[src/hdl/aes_defs_pkg.sv]
package aes_defs_pkg;

  // AES state, column-major with byte 0 in the top bits as in FIPS-197
  typedef logic [127:0] block_t;

  // Cipher key or one expanded round key
  typedef logic [127:0] key_t;

  // One 32-bit word of the key schedule
  typedef logic [31:0] word_t;

  // Round index, 0 is the initial AddRoundKey
  typedef logic [3:0] round_t;

  // Last round index for AES-128
  localparam round_t NUM_ROUNDS = 4'd10;

endpackage

[src/hdl/aes_round_if.sv]
`timescale 1ns/1ps

interface aes_round_if;

  // State entering the round datapath
  aes_defs_pkg::block_t state_in;

  // Round key from the key schedule
  aes_defs_pkg::key_t round_key;

  // High in the last round, MixColumns is skipped
  logic final_round;

  // State after the round
  aes_defs_pkg::block_t state_out;

  modport seq (
    output state_in,
    output final_round,
    input  state_out
  );

  modport dp (
    input  state_in,
    input  round_key,
    input  final_round,
    output state_out
  );

endinterface

[src/hdl/aes_sequencer.sv]
`timescale 1ns/1ps

module aes_sequencer (
  input  logic                  clk,
  input  logic                  rst_n,
  input  logic                  start,
  input  aes_defs_pkg::block_t  plaintext,
  input  aes_defs_pkg::key_t    key,
  output logic                  load,
  output logic                  advance,
  output aes_defs_pkg::round_t  round,
  aes_round_if.seq              rnd,
  output aes_defs_pkg::block_t  ciphertext,
  output logic                  done,
  output logic                  busy
);

  aes_defs_pkg::block_t state_q;
  aes_defs_pkg::round_t round_q;
  logic                 accept;
  logic                 last_round;

  // Starts are dropped while a block is in flight
  assign accept     = start && !busy;
  assign last_round = (round_q == aes_defs_pkg::NUM_ROUNDS);

  // Key schedule controls
  assign load    = accept;
  assign advance = busy;
  assign round   = round_q;

  // Round datapath operands
  assign rnd.state_in    = state_q;
  assign rnd.final_round = last_round;

  // State register, initial AddRoundKey on accept
  always_ff @(posedge clk) begin
    if (accept) begin
      state_q <= plaintext ^ key;
    end else if (busy) begin
      state_q <= rnd.state_out;
    end
  end

  // Round counter and handshake flags
  always_ff @(posedge clk or negedge rst_n) begin
    if (!rst_n) begin
      busy       <= 1'b0;
      done       <= 1'b0;
      round_q    <= '0;
      ciphertext <= '0;
    end else begin
      done <= 1'b0;
      if (accept) begin
        busy    <= 1'b1;
        round_q <= 4'd1;
      end else if (busy) begin
        if (last_round) begin
          // Final round result goes straight to the output
          busy       <= 1'b0;
          done       <= 1'b1;
          round_q    <= '0;
          ciphertext <= rnd.state_out;
        end else begin
          round_q <= round_q + 4'd1;
        end
      end
    end
  end

endmodule

[src/flat_wrapper.sv]
// flat-port wrapper written by rule: the top's interface ports become plain ports
module aes_sequencer_flat 
  (clk, rst_n, start, plaintext, key, load, advance, round, ciphertext, done, busy, rnd_state_in, rnd_final_round, rnd_state_out);
  aes_round_if rnd_i ();
  input  logic clk;
  input  logic rst_n;
  input  logic start;
  input  aes_defs_pkg::block_t plaintext;
  input  aes_defs_pkg::key_t key;
  output logic load;
  output logic advance;
  output aes_defs_pkg::round_t round;
  output aes_defs_pkg::block_t ciphertext;
  output logic done;
  output logic busy;
  output wire logic [$bits(rnd_i.state_in)-1:0] rnd_state_in;
  output wire logic [$bits(rnd_i.final_round)-1:0] rnd_final_round;
  input wire logic [$bits(rnd_i.state_out)-1:0] rnd_state_out;
  assign rnd_state_in = rnd_i.state_in;
  assign rnd_final_round = rnd_i.final_round;
  assign rnd_i.state_out = rnd_state_out;
  aes_sequencer u_core (.clk(clk), .rst_n(rst_n), .start(start), .plaintext(plaintext), .key(key), .load(load), .advance(advance), .round(round), .rnd(rnd_i), .ciphertext(ciphertext), .done(done), .busy(busy));
endmodule
[config.mk]
export PLATFORM = sky130hd
export DESIGN_NAME = aes_sequencer_flat
export DESIGN_NICKNAME = d
export VERILOG_FILES = /design/src/hdl/aes_defs_pkg.sv /design/src/hdl/aes_round_if.sv /design/src/hdl/aes_sequencer.sv /design/src/flat_wrapper.sv
export SDC_FILE = /design/constraint.sdc
export NUM_CORES = 1
export LEC_CHECK = 0
export ABC_AREA = 1
export ABC_CLOCK_PERIOD_IN_PS = 4290
export BUFFER_PORTS_ARGS = -buffer_cell sky130_fd_sc_hd__buf_2
export CAP_MARGIN = 10
export CORE_AREA = 4 4 249 251
export DETAILED_ROUTE_END_ITERATION = 8
export DIE_AREA = 0 0 253 255
export PLACE_DENSITY = 0.45
export SLEW_MARGIN = 10
export SYNTH_ARGS = -nofsm -noshare
export SYNTH_HDL_FRONTEND = slang
export SYNTH_SLANG_ARGS = --single-unit
[constraint.sdc]
create_clock -name clk -period 4.29 [get_ports clk]
set_clock_uncertainty 0.1 [all_clocks]
set_input_delay 0.858 -clock clk [delete_from_list [all_inputs] [get_ports clk]]
set_output_delay 0.858 -clock clk [all_outputs]
set_load 0.02 [all_outputs]
==> qor.yml, run 1 <==
outcome: "complete, no violations"
synth_nets: 1508
cts-hold-fix-buffers: 0
layout-drive-gt1-share_pct: 39.8
kind_of_end_point_of_the_critical_path: "output pin"
hold_viol_final: 0
p_per_area_mw_per_mm2: 688
timing.critical_path.from_type: "flip-flop"
number_of_cts_inserted_buffers: 34
finalWirelength_um: 41500
avgSynthCellArea_um2: 10.2
count_of_state_elements_after_synthesis: 262
grt_start_max_net_pins: 147
worst_pin_slew_ns: 0.737
mappedNetlistArea_mm2: 0.0114
yosysWarnings: 0
number_of_nets_in_the_layout: 2147
power.static_leakage_nw: 8.16
die_height_um: 255
timing.critical_path.fanout_max: 113
longest_individual_stage_delay_on_the_worst_path_ns: 0.50
finalSetupViolCount: 0
post_synth_num_cell_types: 18
areaGrowthSynthToFinish_pct: 44.2
postCtsSetupRepairBufs: 0
ctsHtreeMaxLevel: 2
final-max-slew-violation-count: 0
drt-vias-per-instance: 3.89
fmaxAchievable_mhz: 350
vias_in_the_first_global_route: 10100
timing.setup.tns_ns: 0
antenna_cells: 0
ir_worst_vdd_mv: 0.213
post_cts.resized_instances: 0
maxCapViolCount: 0
first_pass_grt_wire_length_um: 60000
clock_tree_from_tritoncts: "built"
top_level_ports: 652
fin_worst_hold_slack_ns: 0.222
rsz0062_at_grt: "false"
fp-row-count: 90
ys_seq_area_share_pct: 63.0
post-route-min-period_ns: 2.85
worst_slew_margin_rel_pct: 50.9
drc: 0
post-dp-hpwl_um: 31200
grt_usage_pct: 12.0
cts_root_buf: "sky130_fd_sc_hd__clkbuf_16"
gp_congestion: 0.803
dieArea_mm2: 0.0645
die_width_um: 253
port-buffer-count: 651
globalRouteOverflowTotal: 0
placeableCoreArea_mm2: 0.0599
dr.pass1.iters: 5
vias: 9974
critical_path_arrival_ns: 1.90
cts_max_path_buffers: 3
initial_utilization_pct: 19.1
synthesis.instances: 1119
antenna_violating_nets_post_route: 0
critical_path_class: "reg -> out"
worst-path-buf-inv: 3
drt-initial-drc-count: 411
critical-path-top-delay-family: "flip-flops"
critical_path_cell_by_cell: "inv_2 > nand2_8 > inv_1 > buf_2"
timing.hold.worst.class: "in -> async"
insertion_delay_ns: 0.51
detail_route.wl_per_cell_um: 16.2
timing.critical_path.required_ns: 3.33
clk_pin_slew_ns: 0.05
crit_slowest_cell: "sky130_fd_sc_hd__dfrtp_1"
clock-sinks: 262
grt_antenna_before_repair: 2
layout_worst_path_cycle_share_pct: 66.5
-- where the power goes --
group          internal, mW  switching [mW]
Combinational          1.36            2.95
Sequential             3.83           0.464
Clock                  1.62            1.11
Total                  6.82            4.52
-- cells by family (layout without fill, tap and decap cells) --
family                   Yosys count  in the layout  synth area share [%]
AO/OA/AOI/OAI                    132            132                  5.78
XOR/XNOR                         129            129                  9.89
adder cells (fa/ha/maj)            2              2                 0.219
buffers and inverters             65            730                  3.66
flip-flops                       262            262                  63.0
AND/OR/NAND/NOR                  529            529                  17.5
-- layout make-up --
type	instances	area (um2)
multi-input cells	792	3830
clock buffers	57	1020
repair buffers	660	3380
well taps	782	978
clock inverters	5	32.5
inverters	8	37.5
fillers	6504	43400
flip-flops and latches	262	7200
-- through the flow --
stage	worst slack [ns]	util [%]	cell area [um2]	power (mW)	cells
final	1.44	27.5	16500	11.3	2566
after global routing	1.21	27.5	16500	12.1	2566
after CTS	1.29	27.5	16500	11.6	2566
after detailed placement	1.50	25.8	15400	8.75	2504
after global placement	1.48	25.8	15400	8.73	2504
after floorplan	0.295	-	11400	6.86	1119
-- registers in the layout (all words and copies together) (netlist names) --
signal,flops
u_core.advance,1
u_core.ciphertext,128
u_core.rnd.state_in,128
u_core.round,4
u_core.done,1
-- placed cells by master (no fill, tap or decap), types with 3 or more instances in the layout --
| cell type | instances |
|---|---|
| sky130_fd_sc_hd__buf_2 | 650 |
| sky130_fd_sc_hd__nand2_1 | 522 |
| sky130_fd_sc_hd__dfrtp_1 | 134 |
| sky130_fd_sc_hd__xnor2_1 | 129 |
| sky130_fd_sc_hd__edfxtp_1 | 128 |
| sky130_fd_sc_hd__o21ai_0 | 80 |
| sky130_fd_sc_hd__o21ai_1 | 52 |
| sky130_fd_sc_hd__clkbuf_16 | 37 |
| sky130_fd_sc_hd__clkbuf_1 | 18 |
| sky130_fd_sc_hd__inv_1 | 5 |
| sky130_fd_sc_hd__buf_4 | 5 |
| sky130_fd_sc_hd__buf_12 | 4 |
| sky130_fd_sc_hd__clkinv_2 | 3 |
-- layer usage --
| layer | vias up | global-route usage [%] | share of wire, % |
|---|---|---|---|
| met2 | 404 | 21.6 | 51 |
| li1 | 4885 | - | - |
| met4 | 0 | 3.29 | 2.1 |
| met5 | - | 0 | 0 |
| met1 | 4632 | 13.8 | 38 |
| met3 | 53 | 3.84 | 8.3 |
-- path summary, 6_finish.rpt --
check	startpoint	end	slack, ns	cells past startpoint
worst min-delay path	rst_n	u_core.ciphertext[120]	0.22	1
worst max-delay path	u_core.advance	load	1.44	4
max in group asynchronous	rst_n	u_core.ciphertext[73]	2.97	2
worst min register to register	u_core.ciphertext[21]	u_core.ciphertext[21]	0.37	2
min in group clk	u_core.ciphertext[21]	u_core.ciphertext[21]	0.37	2
worst max register to register	u_core.round[0]	u_core.ciphertext[36]	1.91	9
-- cell usage after synthesis (all sizes together) --
master / n / share of area [%]
nand3: 2 / 0.088
ha: 2 / 0.22
dfrtp: 134 / 29
o21ai: 132 / 5.8
nand4: 1 / 0.055
edfxtp: 128 / 34
clkbuf: 12 / 0.39
buf: 45 / 3.0
inv: 8 / 0.26
nand2: 524 / 17
xnor2: 129 / 9.9
nor2: 2 / 0.088
(Power assumes the default switching activity.)
==> run 2: changes to the inputs <==
ABC_CLOCK_PERIOD_IN_PS = 2600   (was 4290)
CORE_AREA = 4 4 254 256   (was 4 4 249 251)
DIE_AREA = 0 0 258 260   (was 0 0 253 255)
clock period = 2.6 ns   (was 4.29 ns; I/O delays follow)
==> run 2 against run 1 <==
Against the previous run: power grew 67%; clock-buffer cell count is 3 lower; clock power is 69% higher; design area rose by 1.8%; first-iteration DRC count increased by 18%; sequential cell count unchanged; global-route usage fell by 0.060 points; critical path depth rose by 1; combinational power grew 67%; via count grew 0.77%.
==> qor.yml, run 2 (same netlist as run 1, synthesis figures left out) <==
outcome: "complete, no violations"
power_share_of_the_sequential_group_pct: 37.6  # -0.3 points
grt_antenna_before_repair: 2  # unchanged
timing.rr.start: "u_core.round[0]"
crit_slowest_cell: "sky130_fd_sc_hd__dfrtp_1"
rsz0062_at_grt: "false"
placeableCoreArea_mm2: 0.0625  # +4.3%
p_switching_mw: 7.51  # +66%
maxCapViolCount: 0  # unchanged
switching_share_pct: 39.6  # -0.24 points
drc: 0  # unchanged
timing.hold.worst.class: "in -> reg"
insertion_delay_ns: 0.52  # about the same
post_cts.resized_instances: 0  # unchanged
most-common-layout-cells: "sky130_fd_sc_hd__buf_2 (650), sky130_fd_sc_hd__nand2_1 (522), sky130_fd_sc_hd__dfrtp_1 (133)"
number_of_cts_inserted_buffers: 34  # unchanged
met3_usage_pct: 3.72  # -0.12 points
antenna_violating_nets_post_route: 0  # unchanged
worst-path-buf-inv: 2  # -1
longest_individual_stage_delay_on_the_worst_path_ns: 0.44  # -0.06 ns
grt_util_met1_pct: 13.6  # -0.19 points
setup_slack_reg_to_reg_ns: 0.63  # -1.28 ns
clock_tree_from_tritoncts: "built"
timing.critical_path.fanout_max: 7  # -94%
layout_worst_path_cycle_share_pct: 88.2
drt-vias-per-instance: 3.80  # -2.2%
fmaxAchievable_mhz: 436
fp-row-count: 92  # +2.2%
kind_of_end_point_of_the_critical_path: "output pin"
drt-initial-drc-count: 485  # +18%
grt_start_max_net_pins: 129  # -12%
post-dp-hpwl_um: 32900  # +5.3%
first_pass_grt_wire_length_um: 62300  # +3.7%
cts_max_path_buffers: 3  # unchanged
critical-path-top-delay-family: "flip-flops"
finalSetupViolCount: 0  # unchanged
reg2reg_depth: 8  # -1
ir_worst_vdd_mv: 0.479  # +120%
finalWirelength_um: 42500  # +2.6%
min_path_cells: 3
cts_root_buf: "sky130_fd_sc_hd__clkbuf_16"
initial_utilization_pct: 18.3  # -0.79 points
critical_path_cell_by_cell: "inv_1 > ha_1 > nand2_1 > nor2_2 > buf_2"
nFillCells: 6741  # +3.6%
areaGrowthSynthToFinish_pct: 46.8
die_height_um: 260  # +2.0%
dr.pass1.iters: 5  # unchanged
power.static_leakage_nw: 8.26  # +1.2%
final-max-slew-violation-count: 0  # unchanged
top_level_ports: 652  # unchanged
ctsHtreeMaxLevel: 2  # unchanged
vias_in_the_first_global_route: 10500  # +3.9%
worst_slew_margin_rel_pct: 52.6  # +1.7 points
timing.critical_path.required_ns: 1.98  # -1.35 ns
power.total_mw: 18.9  # +67%
min-delay-start: "rnd_state_out[23]"
clk_pin_slew_ns: 0.06  # about the same
power.clock.fraction_pct: 24.4  # +0.3 points
layout_commonest_cell: "sky130_fd_sc_hd__buf_2"
p_per_area_mw_per_mm2: 1130  # +64%
fin_worst_hold_slack_ns: 0.108  # -0.114 ns
die_width_um: 258  # +2.0%
detail_route.wl_per_cell_um: 16.1  # -0.51%
gp_congestion: 0.847  # +5.4%
globalRouteOverflowTotal: 0  # unchanged
utilization_pct: 26.8  # -0.67 points
worst_pin_slew_ns: 0.711  # -0.0261 ns
clock-sinks: 262  # unchanged
gr-usage-met2_pct: 21.3  # -0.30 points
port-buffer-count: 651  # unchanged
finalWorstSetupSlack_ns: 0.308  # -1.13 ns
timing.critical_path.from_type: "flip-flop"
internal_power_mw: 11.4  # +68%
critical_path_class: "reg -> out"
dieArea_mm2: 0.0671  # +4.0%
number_of_nets_in_the_layout: 2160  # +0.61%
comb_power_share_pct: 38.0  # about the same
grt_usage_pct: 11.9  # -0.060 points
vias: 10100  # +0.77%
hold_end: "u_core.ciphertext[23]"
post-route-min-period_ns: 2.29
hold_viol_final: 0  # unchanged
globalRoute.busiestLayer: "met2"
rr_endpoint: "u_core.ciphertext[77]"
critical_path_arrival_ns: 1.67  # -0.23 ns
layout-drive-gt1-share_pct: 40.3  # +0.55 points
placement.setup.worst_slack_ns: 0.614  # -0.883 ns
==> run 2: routing by layer <==
metal / vias to the layer above / part of all wire (%)
li1: 4917 / -
met1: 4659 / 38
met2: 412 / 51
met3: 63 / 8.3
met4: 0 / 2.4
met5: - / 0
==> run 2: final cells by class <==
cell class	count	area, um2	area share (%)
Sequential cell	262	7200	42.9
Multi-Input combinational cell	792	3840	22.9
Timing Repair Buffer	673	3540	21.1
Tap cell	846	1060	6.31
Clock buffer	54	1030	6.14
Clock inverter	8	62.6	0.373
Inverter	8	36.3	0.216
Antenna cell	2	5.00	0.0298
==> run 2: per-stage QoR <==
stage          area [um2]  setup TNS, ns  instances
2_1_floorplan       11400         -55.54       1119
3_3_place_gp        15700              0       2580
3_5_place_dp        15700              0       2580
4_1_cts             16800              0       2643
5_1_grt             16800              0       2645
6_report            16800              0       2645
==> run 2: power by group through the flow <==
stage	registers (mW)	clock network (mW)	logic, mW
global route	7.34	4.98	7.81
floorplan	9.48	0	1.84
finish	7.13	4.62	7.19
detailed placement	7.18	0	7.36
global placement	7.17	0	7.32
CTS	7.15	4.82	7.36
==> run 2: worst max path at each step <==
stage / end / slack [ns] / from / cells past startpoint
floorplan: u_core.rnd.state_in[0] / -0.43 / u_core.advance / 2
global placement: u_core.rnd.state_in[35] / 0.65 / start / 4
detailed placement: u_core.rnd.state_in[35] / 0.61 / start / 4
CTS: rnd_final_round / 0.25 / u_core.round[0] / 5
global route: rnd_final_round / 0.18 / u_core.round[0] / 5
finish: rnd_final_round / 0.31 / u_core.round[0] / 5
==> run 2: worst min-delay path, stage by stage <==
cell and delay (ns):
sky130_fd_sc_hd__buf_2 0.08, sky130_fd_sc_hd__nand2_1 0.04, sky130_fd_sc_hd__nand2_1 0.05
==> run 2: repair_timing <==
item | 4_1_cts | 5_1_grt
hold buffers | 1 | 0
hold endpoints to repair | 30 | 0
setup buffers | 0 | 0
==> run 3: changes to the inputs <==
--- a/config.mk
+++ b/config.mk
@@ -10,10 +10,12 @@
 export BUFFER_PORTS_ARGS = -buffer_cell sky130_fd_sc_hd__buf_2
 export CAP_MARGIN = 10
-export CORE_AREA = 4 4 254 256
+export CORE_AREA = 4 4 251 253
+export CTS_BUF_LIST = sky130_fd_sc_hd__clkbuf_4
 export DETAILED_ROUTE_END_ITERATION = 8
-export DIE_AREA = 0 0 258 260
-export PLACE_DENSITY = 0.45
+export DIE_AREA = 0 0 255 257
+export PLACE_DENSITY = 0.46
 export SLEW_MARGIN = 10
 export SYNTH_ARGS = -nofsm -noshare
 export SYNTH_HDL_FRONTEND = slang
 export SYNTH_SLANG_ARGS = --single-unit
+export TNS_END_PERCENT = 30
==> constraint.sdc (replaced) <==
create_clock -name clk -period 2.6 [get_ports clk]
set_clock_uncertainty 0.1 [all_clocks]
set_input_delay 0 -clock clk [delete_from_list [all_inputs] [get_ports clk]]
set_output_delay 0 -clock clk [all_outputs]
set_load 0.02 [all_outputs]
==> run 3 against run 2 <==
Against the previous run: the run now fails in 4_1_cts; synthesized area unchanged; synthesized cell count unchanged.
==> qor.yml, run 3 <==
count_of_state_elements_after_synthesis: 262  # unchanged
ys_async_sr_fraction_pct: 51.1  # unchanged
top_level_ports: 652  # unchanged
initial_utilization_pct: 18.7  # +0.44 points
die_width_um: 255  # -1.2%
synthTopCellsByCount: "sky130_fd_sc_hd__nand2_1 (523), sky130_fd_sc_hd__dfrtp_1 (134), sky130_fd_sc_hd__xnor2_1 (129)"
yosysTopAreaCellShare_pct: 33.6  # unchanged
number_of_cts_inserted_buffers: 79  # +130%
clock-sinks: 262  # unchanged
synthesis.instances: 1119  # unchanged
cts_root_buf: "sky130_fd_sc_hd__clkbuf_4"
yosys_most_used_dff: "sky130_fd_sc_hd__dfrtp_1"
outcome: "aborted with a tool error"
yosysWarnings: 0  # unchanged
dpl.cell_count: 2518  # -2.4%
haltStage: "4_1_cts"
post-dp-hpwl_um: 32000  # -2.9%
cts_max_path_buffers: 3  # unchanged
fp-row-count: 91  # -1.1%
synth_nets: 1508  # unchanged
mappedNetlistArea_mm2: 0.0114  # unchanged
postCtsSetupRepairBufs: 0  # unchanged
synth_most_common_cell: "sky130_fd_sc_hd__nand2_1"
post_synth_num_cell_types: 18  # unchanged
ctsHtreeMaxLevel: 3  # +1
ys_seq_area_share_pct: 63.0  # unchanged
placement.setup.worst_slack_ns: 0.734  # +0.119 ns
synth_enable_flop_cells: 128  # unchanged
netlist_top_cells_area: "sky130_fd_sc_hd__edfxtp_1 (34%), sky130_fd_sc_hd__dfrtp_1 (29%), sky130_fd_sc_hd__nand2_1 (17%)"
post_cts.resized_instances: 0  # unchanged
die_height_um: 257  # -1.2%
port-buffer-count: 651  # unchanged
synth_top_cell_by_area: "sky130_fd_sc_hd__edfxtp_1"
avgSynthCellArea_um2: 10.2  # unchanged
firstError: "[ERROR RSZ-0060] Max buffer count reached."
cts-hold-fix-buffers: 536  # +535
gp_congestion: 0.819  # -3.3%
==> run 3: cell counts after synthesis <==
No cell type changed its count.
==> run 3: stage by stage <==
stage,TNS [ns],area (um2)
after floorplan,-52.55,11400
after global placement,0,15600
after detailed placement,0,15600
==> run 3: logic make-up after synthesis <==
| group | count (synthesis) | synth area share, % |
|---|---|---|
| buffers and inverters | 65 | 3.66 |
| adder cells (fa/ha/maj) | 2 | 0.219 |
| AO/OA/AOI/OAI | 132 | 5.78 |
| AND/OR/NAND/NOR | 529 | 17.5 |
| XOR/XNOR | 129 | 9.89 |
| flip-flops | 262 | 63.0 |
==> run 4: changes to the inputs <==
ABC_CLOCK_PERIOD_IN_PS = 3400   (was 2600)
CORE_AREA = 4 4 248 250   (was 4 4 251 253)
CTS_BUF_LIST = default   (was sky130_fd_sc_hd__clkbuf_4)
DIE_AREA = 0 0 252 254   (was 0 0 255 257)
PLACE_DENSITY = default   (was 0.46)
PLACE_DENSITY_LB_ADDON = 0.15   (was default)
clock period = 3.4 ns   (was 2.6 ns; I/O delays follow)
==> run 4 against run 3 <==
Against the previous run: the flow now finishes, with violations (negative hold slack).
==> qor.yml, run 4 (same netlist as run 1, synthesis figures left out) <==
first_pass_grt_wire_length_um: 71300
post-dp-hpwl_um: 33600  # +5.1%
p_per_area_mw_per_mm2: 734
placeableCoreArea_mm2: 0.0590
clk_pin_slew_ns: 0.06
rr_endpoint: "u_core.rnd.state_in[26]"
fin_worst_hold_slack_ns: -0.00278
rsz0062_at_grt: "false"
detailed_place.area_mm2: 0.0155  # -0.61%
design_area_mm2: 0.0205
die_height_um: 254  # -1.2%
layout_worst_path_cycle_share_pct: 69.3
critical_path_class: "reg -> reg"
worst_pin_slew_ns: 0.770
final-max-slew-violation-count: 0
hold_viol_final: 1
setup.worst_path.end: "u_core.rnd.state_in[26]"
post-route-min-period_ns: 2.35
drt-vias-per-instance: 3.91
worst-path-buf-inv: 2
number_of_cts_inserted_buffers: 34  # -57%
number_of_nets_in_the_layout: 2538
setup_slack_reg_to_reg_ns: 1.05
most-common-layout-cells: "sky130_fd_sc_hd__buf_2 (650), sky130_fd_sc_hd__nand2_1 (522), sky130_fd_sc_hd__dlygate4sd3_1 (386)"
clock-sinks: 262  # unchanged
ir_worst_vdd_mv: 0.367
timing.critical_path.depth: 3
postCtsSetupRepairBufs: 0  # unchanged
finalSetupViolCount: 0
port-buffer-count: 651  # unchanged
clock_tree_from_tritoncts: "built"
dpl.cell_count: 2499  # -0.75%
finalWirelength_um: 47600
vias: 11500
timing.critical_path.from_type: "flip-flop"
antenna_violating_nets_post_route: 0
kind_of_end_point_of_the_critical_path: "flip-flop"
areaGrowthSynthToFinish_pct: 79.0
cts_root_buf: "sky130_fd_sc_hd__clkbuf_16"
worstSetupStartpoint: "u_core.advance"
critical-path-top-delay-family: "buffers and inverters"
maxCapViolCount: 0
placement.setup.worst_slack_ns: 0.925  # +0.192 ns
timing.hold.worst.class: "in -> reg"
fp-row-count: 89  # -2.2%
ctsHtreeMaxLevel: 2  # -1
power.static_leakage_nw: 9.84
grt_start_max_net_pins: 110
top_level_ports: 652  # unchanged
worst_slew_margin_rel_pct: 48.7
finish.cell_count_without_fillers: 2946
critical_path_arrival_ns: 2.50
critical_path_cell_by_cell: "nor2_1 > clkinvlp_4 > buf_12"
timing.critical_path.required_ns: 3.55
initial_utilization_pct: 19.4  # +0.64 points
antenna_cells: 0
insertion_delay_ns: 0.53
drt-initial-drc-count: 424
die_width_um: 252  # -1.2%
grt_antenna_before_repair: 0
finalWorstSetupSlack_ns: 1.05
gp_congestion: 0.800  # -2.3%
drc: 0
reg2reg_depth: 3
fmaxAchievable_mhz: 425
detail_route.wl_per_cell_um: 16.1
timing.setup.tns_ns: 0
dr.pass1.iters: 5
layout_commonest_cell: "sky130_fd_sc_hd__buf_2"
timing.rr.start: "u_core.advance"
failed_checks: "negative hold slack"
layout-drive-gt1-share_pct: 33.0
vias_in_the_first_global_route: 12500
grt_usage_pct: 14.2
outcome: "finished, violations left"
post_cts.resized_instances: 0  # unchanged
crit_slowest_cell: "sky130_fd_sc_hd__clkinvlp_4"
globalRouteOverflowTotal: 0
longest_individual_stage_delay_on_the_worst_path_ns: 0.72
timing.critical_path.fanout_max: 31
cts_max_path_buffers: 3  # unchanged
dieArea_mm2: 0.0640
## run 4: cell type report
cell class | instances | area [um2]
clock buffer | 52 | 1020
clock inverter | 8 | 68.8
fill | 6118 | 38600
inverter | 8 | 36.3
multi-input combinational | 792 | 3830
sequential | 262 | 7200
tap | 773 | 967
timing repair buffer | 1051 | 7330
## run 4: repair_timing
item,in CTS,in global routing
hold buffers,387,0
endpoints found under the hold margin,381,0
setup endpoints to repair,0,0
## run 4: metal layers
layer	vias up	wire length (um)	global-route usage, %
li1	5668	-	-
met1	5365	17900	15.7
met2	405	24700	26.0
met3	83	3360	3.95
met4	0	1540	4.90
met5	-	0	0
## run 4: tightest hold or removal path, delay by kind of cell
family	cells	cell delay [ns]
XOR/XNOR	1	0.14
buffers and inverters	1	0.11
AO/OA/AOI/OAI	1	0.16
## run 4: worst min path at each step
| stage | endpoint | start | cells after the start | slack, ns |
|---|---|---|---|---|
| floorplan | u_core.advance | rst_n | 0 | -0.40 |
| global placement | u_core.ciphertext[117] | rst_n | 1 | -0.04 |
| detailed placement | u_core.ciphertext[117] | rst_n | 1 | -0.03 |
| CTS | u_core.rnd.state_in[54] | key[54] | 3 | 0.02 |
| global route | u_core.rnd.state_in[54] | key[54] | 3 | 0.02 |
| finish | u_core.rnd.state_in[54] | key[54] | 3 | -0.003 |
## run 4: metrics by stage
step	power, mW	util (%)
6_report	15.0	34.7
5_1_grt	16.0	34.7
4_1_cts	15.3	34.7
3_5_place_dp	11.2	26.2
3_3_place_gp	11.2	26.2
2_1_floorplan	8.65	-
## run 4: report_power, final
part / leakage, nW / internal [mW] / switching (mW)
clock network: 0.531 / 2.15 / 1.41
registers: 2.93 / 4.84 / 0.601
logic: 6.37 / 2.12 / 3.89
